[config.mk]
export PLATFORM = sky130hd
export DESIGN_NAME = cpu_top
export DESIGN_NICKNAME = d
export VERILOG_FILES = /design/src/hw/cpu_pkg.sv /design/src/hw/pipe_if.sv /design/src/hw/cpu_top.sv /design/src/hw/decode_stage.sv /design/src/hw/execute_stage.sv /design/src/hw/fetch_unit.sv /design/src/hw/reg_file.sv /design/src/hw/writeback_stage.sv
export SDC_FILE = /design/constraint.sdc
export NUM_CORES = 2
export LEC_CHECK = 0
export BUFFER_PORTS_ARGS = -buffer_cell sky130_fd_sc_hd__buf_2
export CAP_MARGIN = 20
export CORE_MARGIN = 2
export CORE_UTILIZATION = 45
export CTS_CLUSTER_DIAMETER = 120
export DETAILED_ROUTE_END_ITERATION = 8
export PLACE_DENSITY = 0.6
export SLEW_MARGIN = 25
export SYNTH_ARGS = -nofsm -noshare
export SYNTH_HDL_FRONTEND = slang
export SYNTH_HIERARCHICAL = 1
export SYNTH_SLANG_ARGS = --single-unit
export TNS_END_PERCENT = 50
[constraint.sdc]
create_clock -name clk -period 13.7 [get_ports clk]
set_input_delay 2.74 -clock clk [delete_from_list [all_inputs] [get_ports clk]]
set_output_delay 2.74 -clock clk [all_outputs]
set_load 0.01 [all_outputs]
[src/hw/cpu_pkg.sv]
package cpu_pkg;

    typedef logic [31:0] u32_t;
    typedef logic [4:0]  reg_idx_t;

    localparam int       NUM_REGS         = 32;
    localparam reg_idx_t REG_ZERO         = 5'd0;
    localparam u32_t     RESET_PC_DEFAULT = 32'h1c00_0000;

    // Major opcode in inst[31:26]. Codes outside this list decode to OP_NOP.
    typedef enum logic [5:0] {
        OP_NOP     = 6'h00,
        OP_ADD_W   = 6'h01,
        OP_SUB_W   = 6'h02,
        OP_AND     = 6'h03,
        OP_OR      = 6'h04,
        OP_XOR     = 6'h05,
        OP_SLT     = 6'h06,
        OP_ADDI_W  = 6'h07,
        OP_LU12I_W = 6'h08,
        OP_BEQ     = 6'h09,
        OP_BNE     = 6'h0a
    } op_e;

    ////////////////////////////////////////////////////////////////////////////
    // Stage payloads.
    ////////////////////////////////////////////////////////////////////////////

    typedef struct packed {
        u32_t pc;
        u32_t inst;
    } fd_pass_t;

    typedef struct packed {
        u32_t     pc;
        u32_t     inst;
        op_e      op;
        reg_idx_t rd;
        u32_t     src_a;   // Operands after forwarding.
        u32_t     src_b;
        u32_t     imm;
        logic     wen;     // Never set for rd r0.
    } de_pass_t;

    typedef struct packed {
        u32_t     pc;
        u32_t     inst;
        reg_idx_t rd;
        logic     wen;
        u32_t     result;
    } ew_pass_t;

    typedef struct packed {
        logic valid;
        u32_t target;
    } redirect_t;

endpackage

[src/hw/pipe_if.sv]
`timescale 1ns/1ps

// Fetch to decode. The flush input kills the word on the bus in the same cycle.
interface fd_if import cpu_pkg::*; ();
    logic     valid;
    fd_pass_t payload;
    logic     flush;

    modport producer (output valid, output payload, input flush);
    modport consumer (input valid, input payload, input flush);
endinterface

interface de_if import cpu_pkg::*; ();
    logic     valid;
    de_pass_t payload;

    modport producer (output valid, output payload);
    modport consumer (input valid, input payload);
endinterface

// Execute to writeback, plus the forwarding view of the instruction now in execute.
interface ew_if import cpu_pkg::*; ();
    logic     valid;
    ew_pass_t payload;
    logic     fwd_valid;
    reg_idx_t fwd_rd;
    u32_t     fwd_data;

    modport producer (
        output valid,
        output payload,
        output fwd_valid,
        output fwd_rd,
        output fwd_data
    );
    modport consumer (
        input valid,
        input payload,
        input fwd_valid,
        input fwd_rd,
        input fwd_data
    );
endinterface

[src/hw/cpu_top.sv]
`timescale 1ns/1ps

module cpu_top import cpu_pkg::*; #(
    parameter u32_t RESET_PC = RESET_PC_DEFAULT
) (
    input  logic        clk,
    input  logic        rst_i,

    output logic        icache_req_o,
    output u32_t        icache_pa_o,
    input  logic        icache_ready_i,
    input  u32_t        icache_data_i,
    input  logic        icache_data_valid_i,
    output logic        icache_data_ready_o,

    output logic        debug_wb_valid_o,
    output u32_t        debug_wb_pc_o,
    output u32_t        debug_wb_inst_o,
    output logic [3:0]  debug_wb_rf_wen_o,
    output reg_idx_t    debug_wb_rf_wnum_o,
    output u32_t        debug_wb_rf_wdata_o
);

    fd_if fd_bus ();
    de_if de_bus ();
    ew_if ew_bus ();

    redirect_t redirect;
    reg_idx_t  rj;
    reg_idx_t  rk;
    u32_t      rj_data;
    u32_t      rk_data;
    logic      rf_we;
    reg_idx_t  rf_idx;
    u32_t      rf_data;

    assign fd_bus.flush = redirect.valid;  // Taken branch kills the fetch output.

    fetch_unit #(
        .RESET_PC (RESET_PC)
    ) u_fetch (
        .clk, .rst_i,
        .redirect_i (redirect),
        .icache_req_o, .icache_pa_o, .icache_ready_i,
        .icache_data_i, .icache_data_valid_i, .icache_data_ready_o,
        .fd         (fd_bus)
    );

    reg_file u_reg_file (
        .clk, .rst_i,
        .rj_i      (rj),
        .rk_i      (rk),
        .rj_data_o (rj_data),
        .rk_data_o (rk_data),
        .we_i      (rf_we),
        .wd_idx_i  (rf_idx),
        .wd_data_i (rf_data)
    );

    decode_stage u_decode (
        .clk, .rst_i,
        .redirect_i (redirect),
        .fd         (fd_bus),
        .ew_fwd     (ew_bus),
        .rj_o       (rj),
        .rk_o       (rk),
        .rj_data_i  (rj_data),
        .rk_data_i  (rk_data),
        .de         (de_bus)
    );

    execute_stage u_execute (
        .clk, .rst_i,
        .de         (de_bus),
        .redirect_o (redirect),
        .ew         (ew_bus)
    );

    writeback_stage u_writeback (
        .clk, .rst_i,
        .ew        (ew_bus),
        .rf_we_o   (rf_we),
        .rf_idx_o  (rf_idx),
        .rf_data_o (rf_data),
        .debug_wb_valid_o, .debug_wb_pc_o, .debug_wb_inst_o,
        .debug_wb_rf_wen_o, .debug_wb_rf_wnum_o, .debug_wb_rf_wdata_o
    );

endmodule

[src/hw/decode_stage.sv]
`timescale 1ns/1ps

module decode_stage import cpu_pkg::*; (
    input  logic      clk,
    input  logic      rst_i,
    input  redirect_t redirect_i,
    fd_if.consumer    fd,
    ew_if.consumer    ew_fwd,
    output reg_idx_t  rj_o,
    output reg_idx_t  rk_o,
    input  u32_t      rj_data_i,
    input  u32_t      rk_data_i,
    de_if.producer    de
);

    u32_t     inst;
    op_e      op;
    reg_idx_t rd;
    logic     is_branch;
    logic     writes;
    u32_t     imm;
    u32_t     src_a;
    u32_t     src_b;
    logic     de_valid_q;
    de_pass_t de_q;

    assign inst = fd.payload.inst;
    assign rd   = inst[4:0];

    always_comb begin
        case (inst[31:26])
            OP_ADD_W, OP_SUB_W, OP_AND, OP_OR, OP_XOR, OP_SLT,
            OP_ADDI_W, OP_LU12I_W, OP_BEQ, OP_BNE: op = op_e'(inst[31:26]);
            default:                               op = OP_NOP;
        endcase
    end

    assign is_branch = (op == OP_BEQ) || (op == OP_BNE);
    assign writes    = !is_branch && (op != OP_NOP);

    // Branches compare rj with the register named in the rd field.
    assign rj_o = inst[9:5];
    assign rk_o = is_branch ? rd : inst[14:10];

    always_comb begin
        case (op)
            OP_ADDI_W:      imm = {{20{inst[21]}}, inst[21:10]};
            OP_LU12I_W:     imm = {inst[24:5], 12'h000};
            OP_BEQ, OP_BNE: imm = {{16{inst[25]}}, inst[25:10]};
            default:        imm = '0;
        endcase
    end

    ////////////////////////////////////////////////////////////////////////////
    // Forwarding from execute. Writeback is covered by the register file bypass.
    ////////////////////////////////////////////////////////////////////////////

    assign src_a = (ew_fwd.fwd_valid && ew_fwd.fwd_rd == rj_o) ? ew_fwd.fwd_data : rj_data_i;
    assign src_b = (ew_fwd.fwd_valid && ew_fwd.fwd_rd == rk_o) ? ew_fwd.fwd_data : rk_data_i;

    always_ff @(posedge clk) begin
        if (rst_i) begin
            de_valid_q <= 1'b0;
        end else begin
            de_valid_q <= fd.valid & ~redirect_i.valid;  // Younger than a taken branch.
        end
    end

    always_ff @(posedge clk) begin
        de_q.pc    <= fd.payload.pc;
        de_q.inst  <= inst;
        de_q.op    <= op;
        de_q.rd    <= rd;
        de_q.src_a <= src_a;
        de_q.src_b <= src_b;
        de_q.imm   <= imm;
        de_q.wen   <= writes && (rd != REG_ZERO);
    end

    assign de.valid   = de_valid_q;
    assign de.payload = de_q;

endmodule

[src/hw/execute_stage.sv]
`timescale 1ns/1ps

module execute_stage import cpu_pkg::*; (
    input  logic      clk,
    input  logic      rst_i,
    de_if.consumer    de,
    output redirect_t redirect_o,
    ew_if.producer    ew
);

    de_pass_t in;
    u32_t     result;
    logic     less;
    logic     taken;
    logic     ew_valid_q;
    ew_pass_t ew_q;

    assign in   = de.payload;
    assign less = $signed(in.src_a) < $signed(in.src_b);

    always_comb begin
        case (in.op)
            OP_ADD_W:   result = in.src_a + in.src_b;
            OP_SUB_W:   result = in.src_a - in.src_b;
            OP_AND:     result = in.src_a & in.src_b;
            OP_OR:      result = in.src_a | in.src_b;
            OP_XOR:     result = in.src_a ^ in.src_b;
            OP_SLT:     result = {31'b0, less};
            OP_ADDI_W:  result = in.src_a + in.imm;
            OP_LU12I_W: result = in.imm;  // Upper 20 bits were placed by decode.
            default:    result = '0;
        endcase
    end

    ////////////////////////////////////////////////////////////////////////////
    // Branch resolution. Fetch always predicts fall-through.
    ////////////////////////////////////////////////////////////////////////////

    always_comb begin
        case (in.op)
            OP_BEQ:  taken = (in.src_a == in.src_b);
            OP_BNE:  taken = (in.src_a != in.src_b);
            default: taken = 1'b0;
        endcase
    end

    assign redirect_o.valid  = de.valid & taken;
    assign redirect_o.target = in.pc + {in.imm[29:0], 2'b00};

    // The result of the instruction now in execute, seen by decode this cycle.
    assign ew.fwd_valid = de.valid & in.wen;
    assign ew.fwd_rd    = in.rd;
    assign ew.fwd_data  = result;

    always_ff @(posedge clk) begin
        if (rst_i) begin
            ew_valid_q <= 1'b0;
        end else begin
            ew_valid_q <= de.valid;
        end
    end

    always_ff @(posedge clk) begin
        ew_q.pc     <= in.pc;
        ew_q.inst   <= in.inst;
        ew_q.rd     <= in.rd;
        ew_q.wen    <= in.wen;
        ew_q.result <= result;
    end

    assign ew.valid   = ew_valid_q;
    assign ew.payload = ew_q;

endmodule

[src/hw/fetch_unit.sv]
`timescale 1ns/1ps

module fetch_unit import cpu_pkg::*; #(
    parameter u32_t RESET_PC = RESET_PC_DEFAULT
) (
    input  logic      clk,
    input  logic      rst_i,
    input  redirect_t redirect_i,

    output logic      icache_req_o,
    output u32_t      icache_pa_o,
    input  logic      icache_ready_i,
    input  u32_t      icache_data_i,
    input  logic      icache_data_valid_i,
    output logic      icache_data_ready_o,

    fd_if.producer    fd
);

    typedef enum logic [1:0] {
        S_IDLE,
        S_REQ,
        S_WAIT_DATA
    } state_e;

    state_e state_q;
    u32_t   pa_q;      // Address of the request in flight.
    u32_t   tgt_q;     // Redirect target held until the stale return is gone.
    logic   stale_q;
    logic   accept;
    logic   ret;

    assign icache_req_o        = (state_q == S_REQ);
    assign icache_pa_o         = pa_q;
    assign icache_data_ready_o = (state_q == S_WAIT_DATA);

    assign accept = icache_req_o & icache_ready_i;
    assign ret    = icache_data_ready_o & icache_data_valid_i;

    // A return younger than a taken branch never reaches decode.
    assign fd.valid   = ret & ~stale_q & ~fd.flush;
    assign fd.payload = '{pc: pa_q, inst: icache_data_i};

    always_ff @(posedge clk) begin
        if (rst_i) begin
            state_q <= S_IDLE;
            pa_q    <= RESET_PC;
            stale_q <= 1'b0;
        end else begin
            case (state_q)
                S_IDLE:      state_q <= S_REQ;
                S_REQ:       if (accept) state_q <= S_WAIT_DATA;
                S_WAIT_DATA: if (ret) state_q <= S_REQ;
                default:     state_q <= S_IDLE;
            endcase

            if (ret) begin
                stale_q <= 1'b0;
                if (redirect_i.valid) begin
                    pa_q <= redirect_i.target;
                end else if (stale_q) begin
                    pa_q <= tgt_q;
                end else begin
                    pa_q <= pa_q + 32'd4;
                end
            end else if (redirect_i.valid) begin
                // The address must hold while a request waits, so the target is parked.
                if (state_q == S_IDLE) begin
                    pa_q <= redirect_i.target;
                end else begin
                    stale_q <= 1'b1;
                end
            end
        end
    end

    always_ff @(posedge clk) begin
        if (redirect_i.valid) begin
            tgt_q <= redirect_i.target;
        end
    end

endmodule

[src/hw/reg_file.sv]
`timescale 1ns/1ps

module reg_file import cpu_pkg::*; (
    input  logic     clk,
    input  logic     rst_i,
    input  reg_idx_t rj_i,
    input  reg_idx_t rk_i,
    output u32_t     rj_data_o,
    output u32_t     rk_data_o,
    input  logic     we_i,
    input  reg_idx_t wd_idx_i,
    input  u32_t     wd_data_i
);

    u32_t regs_q [NUM_REGS];

    // Write-first. A read of the register being written sees the new value.
    function automatic u32_t read_port(input reg_idx_t idx);
        if (idx == REG_ZERO) begin
            return '0;
        end else if (we_i && wd_idx_i == idx) begin
            return wd_data_i;
        end
        return regs_q[idx];
    endfunction

    assign rj_data_o = read_port(rj_i);
    assign rk_data_o = read_port(rk_i);

    always_ff @(posedge clk) begin
        if (rst_i) begin
            for (int i = 0; i < NUM_REGS; i++) begin
                regs_q[i] <= '0;
            end
        end else if (we_i && wd_idx_i != REG_ZERO) begin
            regs_q[wd_idx_i] <= wd_data_i;
        end
    end

endmodule

[src/hw/writeback_stage.sv]
`timescale 1ns/1ps

module writeback_stage import cpu_pkg::*; (
    input  logic        clk,
    input  logic        rst_i,
    ew_if.consumer      ew,

    output logic        rf_we_o,
    output reg_idx_t    rf_idx_o,
    output u32_t        rf_data_o,

    output logic        debug_wb_valid_o,
    output u32_t        debug_wb_pc_o,
    output u32_t        debug_wb_inst_o,
    output logic [3:0]  debug_wb_rf_wen_o,
    output reg_idx_t    debug_wb_rf_wnum_o,
    output u32_t        debug_wb_rf_wdata_o
);

    logic do_write;

    assign do_write  = ew.valid & ew.payload.wen;
    assign rf_we_o   = do_write;
    assign rf_idx_o  = ew.payload.rd;
    assign rf_data_o = ew.payload.result;

    // Retirement record, one cycle behind the register file write.
    always_ff @(posedge clk) begin
        if (rst_i) begin
            debug_wb_valid_o  <= 1'b0;
            debug_wb_rf_wen_o <= 4'h0;
        end else begin
            debug_wb_valid_o  <= ew.valid;
            debug_wb_rf_wen_o <= {4{do_write}};
        end
    end

    always_ff @(posedge clk) begin
        debug_wb_pc_o       <= ew.payload.pc;
        debug_wb_inst_o     <= ew.payload.inst;
        debug_wb_rf_wnum_o  <= ew.payload.rd;
        debug_wb_rf_wdata_o <= ew.payload.result;
    end

endmodule

Word level (Yosys, flattened, before mapping)
Memory sizes are Yosys's and may differ from the RTL's.
Cells that the tools add are included.

word-level totals
  bits in registers = 446
  bits in writable memories = 1,024
  input bits = 36
  output and inout bits = 140
  logic and storage cells = 137
  memories kept = 1

memory list
  memory             depth  width  rd ports  clocked after Yosys merged registers in  wr ports  line            source
  u_reg_file.regs_q  32     32     2         0                                        32        reg_file.sv:15  u32_t regs_q [NUM_REGS];

cells by class
  add/sub/neg operators = 5
  magnitude comparators = 1
  equal/unequal tests = 34
  muxes and demuxes = 33
  bitwise gates (word level) = 14
  reduce and logical (&&, ||, !) cells = 24

operator list
  cell                                                              count
  32-bit 2-to-1 mux                                                 14
  32-bit one-hot mux with 8 select lines                            1
  32-bit adder                                                      3
  32-bit one-hot mux with 3 select lines                            1
  6-bit by 3-bit == test with 1-bit output (second input constant)  9
  6-bit by 4-bit == test with 1-bit output (second input constant)  9
  32-bit by 3-bit adder with 32-bit output (second input constant)  1
  32-bit bitwise AND                                                1
  32-bit == test                                                    1
  32-bit < comparator                                               1
  32-bit inequality test                                            1
  32-bit bitwise OR                                                 1
  32-bit OR reduction                                               1
  32-bit subtractor                                                 1
  32-bit bitwise XOR                                                1
  6-bit by 2-bit == test with 1-bit output (second input constant)  4
  5-bit == test                                                     4
  6-bit by 1-bit == test with 1-bit output (second input constant)  2
  5-bit logical NOT                                                 2
  1-bit 2-to-1 mux                                                  10
  5-bit 2-to-1 mux                                                  2
  5-bit nonzero test                                                2
  10-bit OR reduction                                               1
  1-bit bitwise AND                                                 8
  16 further kinds                                                  30

Longest topological paths before layout
  depth in word-level cells = 12
  mapped depth = 19
  mapped depth without buffers = 17

Modules after synthesis
Netlist, hierarchy kept.

by module, submodules not included
  module           times used  cells each  area an instance (µm²)  sequential area each (µm²)
  reg_file         1           3,745       55,246.7                30,749.5
  execute_stage    1           1,180       9,412.8                 2,062.0
  decode_stage     1           347         5,069.9                 3,363.2
  fetch_unit       1           463         4,063.9                 1,661.6
  writeback_stage  1           146         2,383.5                 2,062.0

Worst setup path before layout
OpenSTA, ideal clock, no wires.

  path kind = input -> register
  start = input icache_data_i[26]
  end = register u_decode.de_q (netlist bit u_decode/de.payload[47])
  setup time = 121 ps
  arrival = 5,632 ps
  data required time = 13,579 ps
  slack = 7,947 ps
  stages = 14
  path buffers = 5
  path through = buf_4 > buf_6 > xnor2_4 > nor4_4 > mux2_2 > buf_6 > buf_6 > xnor2_1 > nand3_1 > o21ai_1 > clkbuf_1 > a21oi_1 > a211o_1 > mux2_4

between the ends
  cells in the longest elaborated chain, start to end = 12
  elaborated cells on any way between the ends = 27
  classes of those cells = 14 x eq/ne; 7 x mux; 5 x reduce/logical; 1 x memory

ends and longest elaborated chain
  item                                                                             line                source
  start, declared                                                                  cpu_top.sv:12       input u32_t icache_data_i,
  6-bit by 1-bit == test with 1-bit output, or another cell as far along           decode_stage.sv:31  case (inst[31:26])
  10-bit OR reduction                                                              decode_stage.sv:31
  6-bit 2-to-1 mux *                                                               decode_stage.sv:31
  6-bit by 4-bit == test with 1-bit output                                         decode_stage.sv:38  assign is_branch = (op == OP_BEQ) || (op == OP_BNE);
  1-bit logical OR *                                                               decode_stage.sv:38
  5-bit 2-to-1 mux *                                                               decode_stage.sv:43  assign rk_o = is_branch ? rd : inst[14:10];
  net rk[0]                                                                        cpu_top.sv:30       reg_idx_t rk;
  parallel branches: the longest is 4 deep, another holds memory read 32 x 32 bit  n/a
  32-bit 2-to-1 mux *                                                              reg_file.sv:24      return regs_q[idx];
  net rk_data[14]                                                                  cpu_top.sv:32       u32_t rk_data;
  32-bit 2-to-1 mux *                                                              decode_stage.sv:59  assign src_b = (ew_fwd.fwd_valid && ew_fwd.fwd_rd == rk_o) ? ew_fwd.fwd_data : rk_data_i;
  net u_decode.src_b[14]                                                           decode_stage.sv:23  u32_t src_b;
  end, declared                                                                    decode_stage.sv:25  de_pass_t de_q;

Mark *: on every way through the listed nets, which the timed path passes.
A chain may end at the register's enable or synchronous reset.

Worst setup path in the final report
  start = input icache_data_i[28]
  end = register u_decode.de_q (netlist bit u_decode/de.payload[50])

Same word-level chain as after synthesis.

==> impl_results.md <==
- Status: finished clean
- Number of synthesized flops with an enable pin: 1,056
- Sequential-to-total area share from yosys stat: 52.4%
- Number of cells on the critical path: 11
- Most frequent cells in the layout: 1,056 x edfxtp_1, 1,011 x and2_1, 460 x mux4_2
- Crit path from: icache_data_i[28]
- Crit-path cells: buf_2 > nand2b_4 > nor4_4 > mux2_8 > buf_4 > buf_4 > mux4_2 > mux4_2 > inv_1 > o221ai_1 > mux2_4
- Commonest non-fill, non-tap cell in the layout: edfxtp_1
- Total GRT Usage: 30.5%
- Clock Latency Late Sink: 820 ps
- Final Critical Period: 7130 ps
- Core footprint: 169,000 um2
- IO buf count: 175
- Dpl ws: 5680 ps
- Slew Viols, Final: 0
- Cell variety after synth: 101
- Proportion of synthesized area in mux cells: 18.0%
- Share of the clock period used by the worst path: 52.0%
- Post-CTS Hold Buffers: 0
- Post-cts resize count: 0
- Endpoints failing setup: 0
- Leak: 31.8 nW
- Required time of the critical path: 14,400 ps
- Fin. Hold Viols: 0
- Nets: 5,966
- Fmax: 0.140 GHz
- DR vias: 51,900
- Share of layout cells above drive strength 1: 21.4%
- Clock Sinks: 1,465
- Slew margin rel.: 23.2%
- Clock skew: 34.9 ps
- Site Rows: 151
- Worst reg2reg startpoint: u_decode/de.payload[105]$_DFF_P_
- Worst hold stages: 0
- Worst Hold Class: flop to flop
- H-tree levels: 4
- Post-Synthesis Cells: 5,881
- Routed WL: 268,000 um
- Synth warn: 6
- Detailed-route vias per instance: 6.39
- Slowest cell delay on critical path: 840 ps
- Pwr Total: 10.9 mW
- FF-to-FF path depth: 18
- Synth Register Bits: 1,465
- Residual DRC: 0
- Finished Layout Cells: 8,121
- Max VDD drop: 140 uV
- Die W: 415 um
- Top delay family on crit path: multiplexers
- Root Buffer: clkbuf_16
- Post-synthesis xor/xnor area fraction: 1.40%
- CP max stage cell: buf_4
- Simple-gate share of the synthesized area: 13.3%
- CTS Buffer Depth: 3
- Pin count of the biggest net entering global routing: 103
- Worst setup SP type: input pin
- Initial antenna violation count: 28
- Cts bufs inserted: 156
- R2R Path End: u_decode/de.payload[93]$_DFF_P_
- Slew @ Worst Pin: 1150 ps
- DPL Wire Length: 156,000 um
- Main combinational cell family by area after synthesis: multiplexers
- Critical path peak fanout: 60
- WP buf/inv: 4
- Routability congestion estimate: 0.899
- Crit. End Element: flop
- CP arrival: 7830 ps
- Antenna Nets Post-Route: 0
- Asr flop ratio synth: 0%
- Vias in the first global route: 49,700
- Syn avg cell area: 13.0 um2
- Total Neg Setup Slack: 0 ps
- First-pass GRT wire length: 375,000 um
- Post-synthesis compound-gate area fraction: 7.37%
- Initial Util: 45.2%
- Drt initial violations: 8,025
- R2R Setup Slk: 7570 ps
- Wire length per cell: 32.9 um
- Aggregate global routing overflow: 0
- RSZ-0062 raised after global routing: no
- Setup CP Type: input pin to flop
- Die height: 415 um
- Drt pass-1 iters: 6
- Adder-Cell Fraction of Synth Area: 2.82%
- CTS tree: yes
- Die area: 173,000 um2
- PwrDens: 131 nW/um2
- Final worst slack: 6570 ps
- Setup crit end: u_decode/de.payload[50]$_DFF_P_
- Post-CTS setup buffer count: 0
- Area Overhead vs Synth: 9.93%
- Top_reg_cell synth: edfxtp_1
- Worst-path clk slew: 70 ps
- Inst Count DP: 7,819
- # IOs: 176
- Synth Cell Area: 76,200 um2
- MaxCap Viol Count: 0
[logic make-up (layout without fill, tap and decap cells)]
kind of cell,Yosys count,after routing
flops,1465,1465
fa+ha+maj,170,170
xor+xnor,120,120
simple gates,1788,1788
mux,772,772
other cells,2,44
compound gates,822,822
buf+inv,742,722
[worst min path at each step]
stage	startpoint	endpoint	slack, ps
after CTS	u_execute/ew.payload[86]$_DFF_P_	u_writeback/debug_wb_pc_o[16]$_DFF_P_	320
final	u_execute/ew.payload[94]$_DFF_P_	u_writeback/debug_wb_pc_o[24]$_DFF_P_	300
after floorplan	u_decode/de.payload[113]$_DFF_P_	u_execute/ew.payload[43]$_DFF_P_	310
after global routing	u_execute/ew.payload[86]$_DFF_P_	u_writeback/debug_wb_pc_o[16]$_DFF_P_	320
after detailed placement	u_execute/ew.payload[49]$_DFF_P_	u_writeback/debug_wb_inst_o[11]$_DFF_P_	310
after global placement	u_execute/ew.payload[63]$_DFF_P_	u_writeback/debug_wb_inst_o[25]$_DFF_P_	310
[metal layers]
layer | GRT usage [%] | share of wire (%) | wire length (um) | up-vias
met3 | 8.01 | 12 | 31400 | 615
met2 | 45.6 | 44 | 117000 | 3475
met1 | 41.6 | 39 | 105000 | 26200
li1 | - | - | - | 21500
met4 | 14.0 | 5.0 | 13400 | 6
met5 | 0 | 0.013 | 36 | -
[synth_stat cells (71+ instances only)]
cell type | number | area share, %
xnor2_1 | 71 | 0.82
mux4_2 | 460 | 14
inv_1 | 137 | 0.68
clkbuf_1 | 361 | 1.8
nand2_1 | 243 | 1.2
a21oi_1 | 188 | 1.2
nor2_1 | 184 | 0.91
dfxtp_1 | 409 | 11
o21ai_0 | 144 | 0.95
a221oi_1 | 72 | 0.83
mux2i_1 | 205 | 2.7
mux2_2 | 77 | 1.1
and2_1 | 1012 | 8.3
edfxtp_1 | 1056 | 42
buf_4 | 139 | 1.4
nand3_1 | 83 | 0.55
ha_1 | 167 | 2.7
[sequential cells by signal, indices dropped and copies added (netlist names), 5 cells and up]
name	cells
u_reg_file/regs_q	1024
u_decode/de.payload	167
u_execute/ew.payload	102
u_fetch/icache_pa_o	32
u_fetch/tgt_q	32
u_writeback/debug_wb_inst_o	32
u_writeback/debug_wb_pc_o	32
u_writeback/debug_wb_rf_wdata_o	32
u_writeback/debug_wb_rf_wnum_o	5
[cell type report]
cell class | instances | area, um2
clock buffer | 214 | 4520
antenna | 10 | 25.0
tap | 2218 | 2780
multi-input combinational | 3706 | 33300
timing repair buffer | 292 | 1840
sequential | 1465 | 39900
inverter | 139 | 524
clock inverter | 77 | 858
fill | 14300 | 85000
[power by group]
group,leakage [nW],internal (mW),switching (mW),total [mW]
combinational,15.0,0.570,0.867,1.44
sequential,14.2,4.91,0.171,5.08
clock,2.66,2.57,1.85,4.43
total,31.8,8.06,2.89,10.9
[stage by stage]
stage / cell area, um2 / hold slack (ps) / utilization (%)
detailed placement: 78300 / 312 / 46.4
global route: 83700 / 324 / 49.6
floorplan: 76300 / 310 / -
finish: 83700 / 304 / 49.6
global placement: 78300 / 310 / 46.4
CTS: 83700 / 321 / 49.6
Note: power is estimated with default switching activity, not from simulation.
